`config.mk`:
```
export PLATFORM = sky130hd
export DESIGN_NAME = ioexp_top
export DESIGN_NICKNAME = d
export VERILOG_FILES = /design/src/spi_frame_pkg.sv /design/src/host_reg_pkg.sv /design/src/ioexp_frame_engine.sv /design/src/spi_bus_arbiter.sv /design/src/ioexp_host_regs.sv /design/src/ioexp_top.sv
export SDC_FILE = /design/constraint.sdc
export NUM_CORES = 1
export LEC_CHECK = 0
export BUFFER_PORTS_ARGS = -buffer_cell sky130_fd_sc_hd__buf_2
export CAP_MARGIN = 20
export CORE_MARGIN = 10
export CORE_UTILIZATION = 38
export DETAILED_ROUTE_END_ITERATION = 10
export PLACE_DENSITY = 0.58
export SLEW_MARGIN = 10
export SYNTH_ARGS = -nofsm -noshare
export SYNTH_HDL_FRONTEND = slang
export SYNTH_HIERARCHICAL = 1
export SYNTH_SLANG_ARGS = --single-unit
```
`constraint.sdc`:
```
create_clock -name clk -period 5.8 [get_ports clk]
set_input_delay 0.29 -clock clk [delete_from_list [all_inputs] [get_ports clk]]
set_output_delay 0.29 -clock clk [all_outputs]
set_load 0.01 [all_outputs]
```
`src/spi_frame_pkg.sv`:
```
// sequence values assume sclk = clk/2 and one 16-bit frame per chip select, no daisy chain
`default_nettype none

package spi_frame_pkg;

    // bits per frame, sent and received msb first
    localparam int FRAME_BITS = 16;

    // max7317 frame word
    // d15 is the r/w flag, d14:d8 the register address, d7:d0 the data byte
    typedef struct packed {
        logic       rw;    // 1 = read
        logic [6:0] addr;  // register address inside the expander
        logic [7:0] data;  // port data, ignored by the chip on a read
    } ioexp_frame_t;

    // sequence counter, one step per clk
    typedef logic [5:0] seq_t;

    // cycles 0..31 carry sclk, high on odd counts
    localparam seq_t SEQ_SHIFT_END = 6'd32;

    // cs_n stays high this many cycles after the last bit before the frame ends
    localparam seq_t SEQ_CS_HOLD = 6'd2;

    // final count of a frame; last_rx and pending update here
    localparam seq_t SEQ_LAST = SEQ_SHIFT_END + SEQ_CS_HOLD;

endpackage

`default_nettype wire

```
`src/host_reg_pkg.sv`:
```
// register map for two expanders only; host reads return status zero-extended to 32 bits
`default_nettype none

package host_reg_pkg;

    import spi_frame_pkg::*;

    // one expander per spi chip select
    localparam int NUM_CHIPS = 2;

    // host register addresses, one per chip
    localparam logic [15:0] REG_IOEXP0 = 16'h0010;
    localparam logic [15:0] REG_IOEXP1 = 16'h0011;

    // host write beat, taken when host_wr_valid and host_wr_ready are both high
    typedef struct packed {
        logic [15:0]  addr;  // selects the chip
        ioexp_frame_t data;  // frame sent as is
    } host_wr_t;

    // per-engine status, also the host read word
    typedef struct packed {
        logic         pending;  // command held, frame not yet finished
        logic         active;   // engine owns the spi lines right now
        ioexp_frame_t last_rx;  // echo captured by the latest frame
    } ioexp_status_t;

endpackage

`default_nettype wire

```
`src/ioexp_frame_engine.sv`:
```
// one frame per command at sclk = clk/2; engine drives sclk/mosi only while bus_gnt is held
`timescale 1ns/1ps
`default_nettype none

module ioexp_frame_engine
    import spi_frame_pkg::*;
    import host_reg_pkg::*;
(
    input  wire                clk,
    input  wire                rst_n,
    input  wire ioexp_frame_t  cmd,        // frame to send
    input  wire                cmd_valid,
    output logic               cmd_ready,  // low while a frame is held
    output logic               bus_req,    // asks the arbiter for the spi lines
    input  wire                bus_gnt,
    input  wire                miso,       // echo from the chip
    output logic               eng_sclk,
    output logic               eng_mosi,
    output logic               cs_n,       // this chip's select, active low
    output ioexp_status_t      status
);

    //   seq    0  1   2   3   4   5  ..  31  32 33 34
    //   sclk   ___|---|___|---|___|--- .. ---|________
    //   mosi   b15    b14     b13          b0
    //   miso sampled at the end of each odd count

    ioexp_frame_t tx_frame;  // latched command
    ioexp_frame_t rx_frame;  // bits collected from miso
    ioexp_frame_t last_rx;   // published at SEQ_LAST
    seq_t         seq;       // position inside the frame
    logic         pending;   // from command accept to SEQ_LAST
    logic         running;   // pending and granted, counter advances
    logic         shifting;  // chip selected, bits moving
    logic [3:0]   bit_idx;   // frame bit on the line, 0 = msb
    logic         take_cmd;

    assign take_cmd = cmd_valid & cmd_ready;
    assign running  = pending & bus_gnt;
    assign shifting = running & (seq < SEQ_SHIFT_END);
    assign bit_idx  = seq[4:1];  // two counts per bit

    assign cmd_ready = ~pending;
    assign bus_req   = pending;  // high the cycle after accept until the frame ends

    // line outputs stay low outside the frame so the arbiter mux sees clean zeros
    assign cs_n     = ~shifting;
    assign eng_sclk = shifting & seq[0];                             // rising edge on odd counts
    assign eng_mosi = shifting & tx_frame[FRAME_BITS - 1 - bit_idx];  // changes on even counts

    assign status = '{pending: pending, active: running, last_rx: last_rx};

    // control state
    always_ff @(posedge clk) begin
        if (!rst_n) begin
            pending <= 1'b0;
            seq     <= '0;
            last_rx <= '0;       // status reads zero after reset
        end else if (take_cmd) begin
            pending <= 1'b1;     // bus_req follows next cycle
        end else if (running) begin
            if (seq == SEQ_LAST) begin
                pending <= 1'b0;  // drops bus_req, frees the command slot
                seq     <= '0;
                last_rx <= rx_frame;
            end else begin
                seq <= seq + 6'd1;
            end
        end
    end

    // frame payload
    always_ff @(posedge clk) begin
        if (take_cmd) begin
            tx_frame <= cmd;
        end
        if (shifting && seq[0]) begin
            rx_frame[FRAME_BITS - 1 - bit_idx] <= miso;  // last bit lands at count 31
        end
    end

    // chip select falls only after this engine asked for the bus and was granted
    a_cs_needs_gnt: assert property (@(posedge clk) disable iff (!rst_n)
        !cs_n |-> bus_gnt && $past(bus_req));

    // sclk rises no earlier than one full cycle after cs_n went low
    a_sclk_in_frame: assert property (@(posedge clk) disable iff (!rst_n)
        eng_sclk |-> !cs_n && $past(!cs_n));

endmodule

`default_nettype wire

```
`src/spi_bus_arbiter.sv`:
```
// two requesters only; grant is registered, so it arrives one cycle after bus_req rises
`timescale 1ns/1ps
`default_nettype none

module spi_bus_arbiter (
    input  wire        clk,
    input  wire        rst_n,
    input  wire  [1:0] bus_req,   // one bit per engine
    input  wire  [1:0] eng_sclk,
    input  wire  [1:0] eng_mosi,
    output logic [1:0] bus_gnt,   // one-hot or zero
    output logic       sclk,      // shared spi clock
    output logic       mosi       // shared data to the chips
);

    logic [1:0] gnt_next;
    logic       last_served;  // engine granted most recently
    logic       holder_busy;  // current owner still requests

    assign holder_busy = |(bus_gnt & bus_req);

    // grant moves only once the owner lets go
    always_comb begin
        gnt_next = bus_gnt;
        if (!holder_busy) begin
            if (&bus_req) begin
                gnt_next = last_served ? 2'b01 : 2'b10;  // the other one goes first
            end else begin
                gnt_next = bus_req;  // single requester or idle bus
            end
        end
    end

    always_ff @(posedge clk) begin
        if (!rst_n) begin
            bus_gnt     <= '0;
            last_served <= 1'b0;
        end else begin
            bus_gnt <= gnt_next;
            if (|gnt_next) begin
                last_served <= gnt_next[1];
            end
        end
    end

    // and-or mux gives zero with no grant
    assign sclk = |(bus_gnt & eng_sclk);
    assign mosi = |(bus_gnt & eng_mosi);

    a_gnt_onehot: assert property (@(posedge clk) disable iff (!rst_n)
        $onehot0(bus_gnt));

endmodule

`default_nettype wire

```
`src/ioexp_host_regs.sv`:
```
// writes to unknown addresses are taken and dropped; one command per chip in flight
`timescale 1ns/1ps
`default_nettype none

module ioexp_host_regs
    import spi_frame_pkg::*;
    import host_reg_pkg::*;
(
    input  wire                                clk,
    input  wire                                rst_n,
    input  wire host_wr_t                      host_wr,
    input  wire                                host_wr_valid,
    output logic                               host_wr_ready,
    input  wire [15:0]                         host_raddr,
    output logic [31:0]                        host_rdata,
    output ioexp_frame_t [NUM_CHIPS-1:0]       cmd,        // per-engine frame
    output logic [NUM_CHIPS-1:0]               cmd_valid,  // one cycle per command
    input  wire [NUM_CHIPS-1:0]                cmd_ready,
    input  wire ioexp_status_t [NUM_CHIPS-1:0] status
);

    logic wr_hit;   // write address is a chip register
    logic wr_chip;  // chip addressed by the write
    logic rd_hit;
    logic rd_chip;
    logic wr_take;  // write beat accepted

    // address to {hit, chip index}
    function automatic logic [1:0] decode_addr(input logic [15:0] addr);
        logic [1:0] hit_idx;
        case (addr)
            REG_IOEXP0: hit_idx = 2'b10;
            REG_IOEXP1: hit_idx = 2'b11;
            default:    hit_idx = 2'b00;
        endcase
        return hit_idx;
    endfunction

    assign {wr_hit, wr_chip} = decode_addr(host_wr.addr);
    assign {rd_hit, rd_chip} = decode_addr(host_raddr);

    // hold off while the addressed engine has a command, including
    // the cycle where cmd_valid is out but pending has not yet risen
    assign host_wr_ready = ~wr_hit | (cmd_ready[wr_chip] & ~cmd_valid[wr_chip]);
    assign wr_take       = host_wr_valid & host_wr_ready;

    always_ff @(posedge clk) begin
        if (!rst_n) begin
            cmd_valid <= '0;
        end else begin
            cmd_valid <= '0;  // pulse, the engine takes it on the next edge
            if (wr_take && wr_hit) begin
                cmd_valid[wr_chip] <= 1'b1;
            end
        end
    end

    always_ff @(posedge clk) begin
        if (wr_take && wr_hit) begin
            cmd[wr_chip] <= host_wr.data;
        end
    end

    // status word zero-extended, zero for unknown addresses
    assign host_rdata = rd_hit ? 32'(status[rd_chip]) : 32'd0;

    // a command pulse must always land on an engine that can take it
    a_cmd_taken: assert property (@(posedge clk) disable iff (!rst_n)
        (cmd_valid & ~cmd_ready) == '0);

endmodule

`default_nettype wire

```
`src/ioexp_top.sv`:
```
// two MAX7317 on one spi bus at sclk = clk/2; miso must be low whenever no chip is selected
`timescale 1ns/1ps
`default_nettype none

module ioexp_top
    import spi_frame_pkg::*;
    import host_reg_pkg::*;
(
    input  wire                  clk,
    input  wire                  rst_n,
    input  wire host_wr_t        host_wr,
    input  wire                  host_wr_valid,
    output logic                 host_wr_ready,
    input  wire [15:0]           host_raddr,
    output logic [31:0]          host_rdata,
    input  wire                  miso,   // shared by both chips
    output logic                 sclk,
    output logic                 mosi,
    output logic [NUM_CHIPS-1:0] cs_n    // one select per chip
);

    ioexp_frame_t  [NUM_CHIPS-1:0] cmd;
    ioexp_status_t [NUM_CHIPS-1:0] status;
    logic [NUM_CHIPS-1:0]          cmd_valid;
    logic [NUM_CHIPS-1:0]          cmd_ready;
    logic [NUM_CHIPS-1:0]          bus_req;
    logic [NUM_CHIPS-1:0]          bus_gnt;
    logic [NUM_CHIPS-1:0]          eng_sclk;
    logic [NUM_CHIPS-1:0]          eng_mosi;

    ioexp_host_regs u_regs (
        .clk,
        .rst_n,
        .host_wr,
        .host_wr_valid,
        .host_wr_ready,
        .host_raddr,
        .host_rdata,
        .cmd,
        .cmd_valid,
        .cmd_ready,
        .status
    );

    // one frame engine per expander
    for (genvar i = 0; i < NUM_CHIPS; i++) begin : g_eng
        ioexp_frame_engine u_eng (
            .clk,
            .rst_n,
            .cmd       (cmd[i]),
            .cmd_valid (cmd_valid[i]),
            .cmd_ready (cmd_ready[i]),
            .bus_req   (bus_req[i]),
            .bus_gnt   (bus_gnt[i]),
            .miso,                       // fanned out, only the selected chip drives it
            .eng_sclk  (eng_sclk[i]),
            .eng_mosi  (eng_mosi[i]),
            .cs_n      (cs_n[i]),
            .status    (status[i])
        );
    end

    spi_bus_arbiter u_arb (
        .clk,
        .rst_n,
        .bus_req,
        .eng_sclk,
        .eng_mosi,
        .bus_gnt,
        .sclk,
        .mosi
    );

endmodule

`default_nettype wire

```
==> metrics, run 1 <==
fin. max-slew vios=0; largest net degree at the start of global routing=41; # port buffers=74; critical path launch point type=flip-flop; Main synth FF type=edfxtp_1; PD cells=309 nW/µm²; mean post-synth cell area=12.3 µm²; met3 wire length=792 µm; Int Pwr=1760 µW; WHS Endpoint=u_regs/cmd[0]; Initial Util=38.8%; Total Routed Length=12.6 mm; reg2reg path depth=4; first-pass GRT wire length=20.0 mm; Clock Path Buffers=2; element type at the critical path end=output pin; Post-synth EDFFs=96; Net Switching=455 µW; Yosys top cell area share=46.8%; crit path DAT=2.45 ns; FP Rows=46; minimum clock period=2.74 ns; Fin. Hold Viols=0; Final period util=47.3%; Fillers=1497; Seq/Total Area, Yosys=63.4%; Core Box Area=15900 µm²; RR Startpoint=g_eng[0].u_eng/bus_req; die height=147 µm; CTS tree=done; worst hold slack=0.0532 ns; CP max FO=13; asr flop ratio synth=0%; routability-driven placement congestion ratio=0.827; Clock Power Share=47.9%; clock skew=0.00770 ns; ANT cells=0; mapped cell area=6160 µm²; clock transition at the registers of the reported paths=0.06 ns; Die W=147 µm; Synth Area in Simple Gates=16.7%; routed wl met2=6.27 mm; Avg Vias per Cell=4.71; Area Growth Syn to Fin=16.5%; main combinational cell family by area after synthesis=simple AND/OR/NAND/NOR gates; Worst Hold Path Cells=1; Comb power frac=2.1%; multiplexer area fraction after synthesis=6.20%; Remaining DRCs=0; Flop pwr share=50.0%; critical path class=flip-flop to output pin; vias in the first global route=3844; status=completed; All-Layer GR Usage=11.9%; xor/xnor share of the synthesized area=1.42%; CTS HTree Levels=4; IO Pins=89; CTS root buf=clkbuf_16; ranking of synthesized cells by area=edfxtp_1 47%, dfxtp_1 17%, nand2_1 4.9%; FF/Latch Area=3900 µm²; DRT iter0 DRCs=166; DR WL/cell=15.8 µm; post-layout util=45.2%; RSZ-0062 raised after global routing=no; flops & latches, synth=147; leakage=0.00247 µW; Setup violations, final=0; hold_buf cts=0; VDD IR max=0.291 mV; synth unique cells=52; fmax=0.365 GHz; Sw Ratio=20.5%; footprint of the multi-input gates=1980 µm²; hold path startpoint=host_wr[0]; initial antenna violation count=0; clock net sink count=147; Worst-Margin Slew=0.655 ns; max_cap viols=0; Compound-Gate Fraction of Synth Area=6.24%; Top Metal Used=met4; CTS Buf Count=17; Post-CTS Setup Bufs=0; Routed Antenna Nets=0; worst-skew pair later-pin latency=0.42 ns; DP HPWL=9.07 mm; PostCTS Resize Cnt=0; Synth Instances=499; Synth area leader=edfxtp_1; final-stage net count=626; Min-Delay Path Class=input pin to flip-flop; global route overflow=0; DR pass1 iterations=4; ratio of cells with drive above 1 in the final layout=21.3%; length of routed wiring on met1=5.51 mm; setup TNS=0 ns; flop2flop setup slack=3.73 ns; Relative slew margins=56.3%; Req. time, crit path=5.51 ns; Die ar.=21700 µm²; Yosys Warn Count=6; DR vias=3758; adder-cell share of the synthesized area=0.813%; Worst R2R End=g_eng[0].u_eng/seq[1]
-- state kept, by name (all words and copies together) (netlist names) --
| name | count |
|---|---|
| u_arb/last_served | 1 |
| u_regs/cmd_valid | 2 |
| g_eng.u_eng/bus_req | 2 |
| u_arb/bus_gnt | 2 |
| u_regs/cmd | 32 |
| g_eng.u_eng/status | 32 |
| g_eng.u_eng/rx_frame | 32 |
| g_eng.u_eng/tx_frame | 32 |
| g_eng.u_eng/seq | 12 |
-- how the worst max path moves through the flow --
stage                                 from        endpoint  slack, ns
floorplan           g_eng[1].u_eng/bus_req  u_regs/cmd[16]       3.66
global placement     g_eng[0].u_eng/seq[2]            mosi       3.54
detailed placement   g_eng[1].u_eng/seq[2]            mosi       3.51
CTS                  g_eng[1].u_eng/seq[2]            mosi       3.04
global route         g_eng[0].u_eng/seq[2]            mosi       2.92
finish               g_eng[1].u_eng/seq[2]            mosi       3.06
-- cell usage in the layout (no fill, tap or decap), types with 3 or more instances in the layout --
master,Yosys,routed
xnor2_1,7,7
nor4_1,3,3
nand2_1,80,80
nand3b_1,4,4
and2_1,5,5
inv_6,0,3
clkinvlp_4,0,4
nor3_1,11,11
xor2_1,3,3
edfxtp_1,96,96
buf_4,25,4
mux2_1,3,3
or3_1,4,4
a21boi_1,20,20
mux4_1,4,4
a21boi_0,12,12
nand2b_1,7,7
mux2i_1,22,22
ha_1,4,4
conb_1,1,14
nand4_1,6,6
inv_1,9,9
clkbuf_16,0,17
nor2_1,67,67
clkinv_4,0,4
buf_2,4,74
nor2b_1,3,3
dfxtp_1,51,51
-- layout make-up --
cell class	instances	area share, %
flip-flops and latches	147	54.4
multi-input cells	317	27.7
clock buffers	17	5.93
repair buffers	78	5.58
well taps	216	3.77
clock inverters	14	2.18
inverters	9	0.471
-- power by group through the flow --
stage | combinational [µW] | clock, µW | sequential (µW)
5_1_grt | 51.3 | 1150 | 1110
3_3_place_gp | 44.9 | 0 | 1130
3_5_place_dp | 46.2 | 0 | 1130
6_report | 46.4 | 1060 | 1110
4_1_cts | 46.3 | 1090 | 1110
2_1_floorplan | 25.9 | 0 | 1130
-- cell usage after synthesis, types with 5 or more instances --
cell type and n:
edfxtp_1 96, nand2_1 80, nor2_1 67, dfxtp_1 51, buf_4 25, mux2i_1 22, a21boi_1 20, a21boi_0 12
nor3_1 11, inv_1 9, nand2b_1 7, xnor2_1 7, nand4_1 6, and2_1 5, buf_6 5
-- cell families after synthesis --
logic type / count (synthesis)
xor gates and xnor gates: 10
muxes: 31
buffers and inverters: 48
AOI/OAI and AO/OA: 50
other: 1
and+or+nand+nor: 208
adders and majority gates: 4
DFF: 147
-- critical path, cell delays in order (launching register included) --
cell     delay, ns
dfxtp_1       0.63
mux4_1        0.62
o22ai_1       0.18
a311o_1       0.17
a21oi_2       0.06
a22o_1        0.22
buf_2         0.15
-- through the flow --
step / setup WS (ns) / instances / power, µW / instance area, µm²
final: 3.06 / 798 / 2220 / 7170
after global routing: 2.92 / 798 / 2310 / 7170
after CTS: 3.04 / 798 / 2250 / 7170
after detailed placement: 3.51 / 767 / 1180 / 6590
after global placement: 3.54 / 767 / 1180 / 6590
after floorplan: 3.66 / 512 / 1160 / 6210
-- per-layer routing --
| metal | vias to the layer above | GRT usage, % |
|---|---|---|
| li1 | 1875 | - |
| met1 | 1777 | 13.7 |
| met2 | 100 | 19.2 |
| met3 | 6 | 5.07 |
| met4 | 0 | 4.41 |
| met5 | - | 0 |
(Power assumes the default switching activity.)
==> run 2, diff against run 1 <==
Settings changed: ABC_AREA set to 1, PLACE_DENSITY 0.58 to 0.6.
Clock period 5.8 ns to 2.4 ns, I/O delays scaled along.
==> metrics, run 2 <==
Fillers=1519; footprint of the multi-input gates=1890 µm²; Final period util=87.5%; CTS tree=done; ranking of synthesized cells by area=edfxtp_1 46%, dfxtp_1 16%, nor2_1 8.3%; fmax=0.476 GHz; die height=148 µm; ratio of cells with drive above 1 in the final layout=19.9%; Setup violations, final=0; Main synth FF type=edfxtp_1; synth unique cells=40; DP HPWL=9.58 mm; DR pass1 iterations=5; post-place setup slack=0.549 ns; max incr delay on CP=0.51 ns; DR WL/cell=13.4 µm; PD cells=719 nW/µm²; FP Rows=46; All-Layer GR Usage=12.0%; Synth top cells by count=138 x nor2_1, 119 x nand2_1, 96 x edfxtp_1; Area Growth Syn to Fin=20.3%; Core Box Area=16000 µm²; Initial Util=39.1%; CP max FO=8; Die W=148 µm; DR vias=4313; RSZ-0062 raised after global routing=no; initial antenna violation count=0; FF/Latch Area=3900 µm²; total power=5410 µW; Remaining DRCs=0; critical path launch point type=flip-flop; IO Pins=89; setup TNS=0 ns; CP max stage cell=dfxtp_1; VDD IR max=0.695 mV; leakage=0.00293 µW; critical path, cell by cell=inv_1 -> nand2_1 -> nand2_1 -> nand2_1 -> nand2_1 -> nor2_1 -> nor2_1 -> a22o_2 -> buf_2; minimum clock period=2.10 ns; post-layout util=47.0%; Seq/Total Area, Yosys=62.4%; Total Routed Length=12.8 mm; Worst-Margin Slew=0.641 ns; Post-CTS Setup Bufs=0; flops & latches, synth=147; Yosys Warn Count=6; PostCTS Resize Cnt=0; clock net sink count=147; final-stage net count=787; first-pass GRT wire length=21.2 mm; critical path class=flip-flop to output pin; most common cell in the netlist=nor2_1; CTS HTree Levels=4; routability-driven placement congestion ratio=0.880; reg2reg path depth=6; mapped cell area=6250 µm²; worst-skew pair later-pin latency=0.42 ns; Synth area leader=edfxtp_1; Avg Vias per Cell=4.49; Relative slew margins=57.2%; commonest non-fill, non-tap cell in the layout=nor2_1; Fin. Hold Viols=0; Die ar.=22000 µm²; most frequent cells in the layout=138 x nor2_1, 119 x nand2_1, 96 x edfxtp_1; mean post-synth cell area=9.90 µm²; Req. time, crit path=2.28 ns; CTS root buf=clkbuf_16; crit-path most repeated cell=nand2_1; Clock Path Buffers=2; status=completed; global route overflow=0; largest net degree at the start of global routing=33; clock skew=0.00506 ns; element type at the critical path end=output pin; CTS Buf Count=17; fin. max-slew vios=0; Min-Delay Path Class=input pin to flip-flop; Yosys top cell area share=46.1%; clock transition at the registers of the reported paths=0.06 ns; max_cap viols=0; Post-synth EDFFs=96; crit path DAT=1.98 ns; asr flop ratio synth=0%; Routed Antenna Nets=0; Synth Instances=632; vias in the first global route=4300; worst setup margin=0.299 ns; ANT cells=0; # port buffers=74; Worst Hold Path Cells=3; DRT iter0 DRCs=166
==> run 2: cell count changes after synthesis, sizes merged, moves of 13 or more <==
cell and change:
nor2 +77, nand4 +13, o21ai +54, inv +57, nand2 +41, a21boi -32, mux2i -22
==> run 2: routing by layer <==
layer	global-route usage (%)	wire [µm]
met5	0	0
met4	4.66	206
met3	3.82	742
met2	19.9	6110
met1	14.2	5780
==> run 2: final timing paths <==
kind | end | start | slack [ns]
hold / removal | g_eng[0].u_eng/seq[3] | rst_n | 0.10
setup / recovery | mosi | g_eng[0].u_eng/seq[2] | 0.30
setup reg to reg | u_regs/cmd[5] | g_eng[1].u_eng/bus_req | 0.55
hold reg to reg | g_eng[0].u_eng/tx_frame[13] | u_regs/cmd[13] | 0.42
==> run 2: power by group <==
part	total, µW	internal (µW)	leakage, µW	switching, µW
sequential	2680	2680	0.00127	0.00281
combinational	136	61.6	0.00138	74.2
clock	2590	1620	0.000272	972
==> run 2: metrics by stage <==
| step | instance area (µm²) | hold WS (ns) | instances |
|---|---|---|---|
| 3_3_place_gp | 6760 | 0.309 | 911 |
| 5_1_grt | 7530 | 0.131 | 960 |
| 2_1_floorplan | 6300 | 0.219 | 645 |
| 6_report | 7530 | 0.100 | 960 |
| 4_1_cts | 7530 | 0.0825 | 960 |
| 3_5_place_dp | 6760 | 0.313 | 911 |
==> run 2: kinds of logic after synthesis <==
family	synth area share, %
buffers and inverters	8.12
AO/OA/AOI/OAI	6.14
flip-flops	62.4
adder cells (fa/ha/maj)	0.800
other	0.0600
AND/OR/NAND/NOR	22.0
XOR/XNOR	0.420
==> run 2: layout make-up <==
type / instances / share of cell area (%)
multi-input cells: 397 / 25.1
clock inverters: 14 / 2.18
clock buffers: 18 / 5.70
flip-flops and latches: 147 / 51.9
well taps: 216 / 3.59
repair buffers: 99 / 7.98
inverters: 69 / 3.56
==> run 2: repair_timing <==
action	CTS	global route
endpoints found under the setup margin	0	0
endpoints found under the hold margin	33	0
hold buffers	17	0
==> run 2: worst max-delay path: cells and delay by family, from the launching register on <==
family	cells	cell delay [ns]
AO/OA/AOI/OAI	1	0.25
buffers and inverters	2	0.36
flip-flops	1	0.51
AND/OR/NAND/NOR	6	0.45
==> run 3, diff against run 2 <==
Settings changed: MAX_ROUTING_LAYER set to met4, PLACE_DENSITY 0.6 to 0.58.
Clock period 2.4 ns to 2.69 ns, I/O delays scaled along.
==> metrics, run 3 (synthesis gave the netlist of run 2 again) <==
Final period util=86.9%; vias in the first global route=4397; RR Startpoint=g_eng[1].u_eng/bus_req; Setup violations, final=0; leakage=0.00292 µW; FP Rows=46; fin. max-slew vios=0; global route overflow=0; dpl cell area=6750 µm²; Net Switching=954 µW; Area Growth Syn to Fin=20.0%; critical path class=flip-flop to output pin; # port buffers=74; FF/Latch Area=3910 µm²; CTS Buf Count=17; commonest non-fill, non-tap cell in the layout=nor2_1; worst-skew pair later-pin latency=0.42 ns; Largest delay share family, worst path=buffers and inverters; Core Box Area=16000 µm²; VDD IR max=0.483 mV; worst setup margin=0.351 ns; flop2flop setup slack=0.77 ns; fin cells=957; max_cap viols=0; Flop pwr share=49.4%; post-place setup slack=0.644 ns; DP HPWL=10.1 mm; Relative slew margins=35.6%; CTS HTree Levels=4; PD cells=646 nW/µm²; ratio of cells with drive above 1 in the final layout=20.0%; CP max FO=14; DR WL/cell=14.1 µm; reg2reg path depth=6; Clock Path Buffers=2; clock transition at the registers of the reported paths=0.06 ns; routability-driven placement congestion ratio=0.958; Initial Util=39.1%; hold path startpoint=host_wr_valid; IO Pins=89; CTS root buf=clkbuf_16; Die W=148 µm; clock net sink count=147; DR vias=4357; max incr delay on CP=0.30 ns; first-pass GRT wire length=22.0 mm; DRT iter0 DRCs=284; Routed Antenna Nets=0; Fillers=1517; clock skew=0.00843 ns; initial antenna violation count=0; ANT cells=0; most frequent cells in the layout=138 x nor2_1, 119 x nand2_1, 96 x edfxtp_1; Int Pwr=3890 µW; critical path, cell by cell=buf_4 -> clkinv_1 -> nand2_1 -> nand2_1 -> nand2_1 -> nand2_1 -> nand2_1 -> nand2_1 -> nor2_1 -> nor2_1 -> a22o_2 -> buf_2; Comb power frac=2.5%; element type at the critical path end=output pin; Avg Vias per Cell=4.55; Worst R2R End=u_regs/cmd[7]; Buf/Inv on CP=3; Placed Cells=909; largest net degree at the start of global routing=33; WHS Endpoint=u_regs/cmd_valid[1]; setup TNS=0 ns; Req. time, crit path=2.56 ns; RSZ-0062 raised after global routing=no; Finished Cell Area=7500 µm²; fmax=0.428 GHz; Sw Ratio=19.7%; Worst-Margin Slew=0.961 ns; Post-CTS Setup Bufs=0; minimum clock period=2.34 ns; crit-path most repeated cell=nand2_1; status=completed; Worst Hold Path Cells=3; Total Routed Length=13.5 mm; CP max stage cell=dfxtp_1; total power=4840 µW; Fin. Hold Viols=0; Remaining DRCs=0; All-Layer GR Usage=13.0%; footprint of the multi-input gates=1890 µm²; critical path launch point type=flip-flop; Min-Delay Path Class=input pin to flip-flop; DR pass1 iterations=5; Clock Power Share=48.1%; final-stage net count=784; die height=148 µm; crit path DAT=2.20 ns; CTS tree=done; Die ar.=22000 µm²
run 3: power by group through the flow:
stage	registers [µW]	clock network, µW	logic, µW
2_1_floorplan	2440	0	53.6
3_5_place_dp	2440	0	104
3_3_place_gp	2440	0	99.5
5_1_grt	2390	2490	136
4_1_cts	2390	2370	122
6_report	2390	2330	121
run 3: area by class of cell:
type | instances | share of cell area [%]
timing repair buffer | 96 | 7.67
inverter | 69 | 3.62
tap | 216 | 3.60
clock buffer | 17 | 5.67
multi-input combinational | 397 | 25.2
sequential | 147 | 52.0
clock inverter | 15 | 2.20
run 3: worst max-delay path by stage:
| stage | from | to | slack [ns] | depth (start not counted) |
|---|---|---|---|---|
| floorplan | g_eng[1].u_eng/bus_req | u_regs/cmd[0] | 1.07 | 6 |
| global placement | g_eng[0].u_eng/seq[1] | mosi | 0.75 | 11 |
| detailed placement | g_eng[0].u_eng/seq[1] | mosi | 0.64 | 11 |
| CTS | g_eng[0].u_eng/seq[1] | mosi | 0.18 | 11 |
| global route | g_eng[1].u_eng/seq[1] | mosi | 0.15 | 12 |
| finish | g_eng[1].u_eng/seq[1] | mosi | 0.35 | 12 |
run 3: what timing repair did:
| item | CTS | global route |
|---|---|---|
| setup endpoints to repair | 0 | 1 |
| gates resized for setup | 0 | 2 |
| hold buffers | 16 | 0 |
| endpoints found under the hold margin | 32 | 0 |
run 3: layer usage:
metal | vias to the layer above | track usage [%] | part of all wire, %
met5 | - | - | 0
met4 | 0 | 4.41 | 0.90
met3 | 9 | 4.70 | 5.2
met2 | 102 | 20.8 | 49
met1 | 2013 | 14.7 | 45
li1 | 2233 | - | -
run 3: per-stage QoR:
stage          hold WS [ns]  util (%)
6_report             0.0734      46.9
2_1_floorplan         0.233         -
3_3_place_gp          0.336      42.2
3_5_place_dp          0.332      42.2
4_1_cts              0.0563      46.9
5_1_grt              0.0504      46.9
run 3: worst reg2reg max path, cell delays in order, from the launching register on:
cell and delay, ns:
dfxtp_1 0.39, inv_1 0.11, inv_1 0.04, or2_2 0.28
nand3_1 0.11, nand4_1 0.12, inv_1 0.49
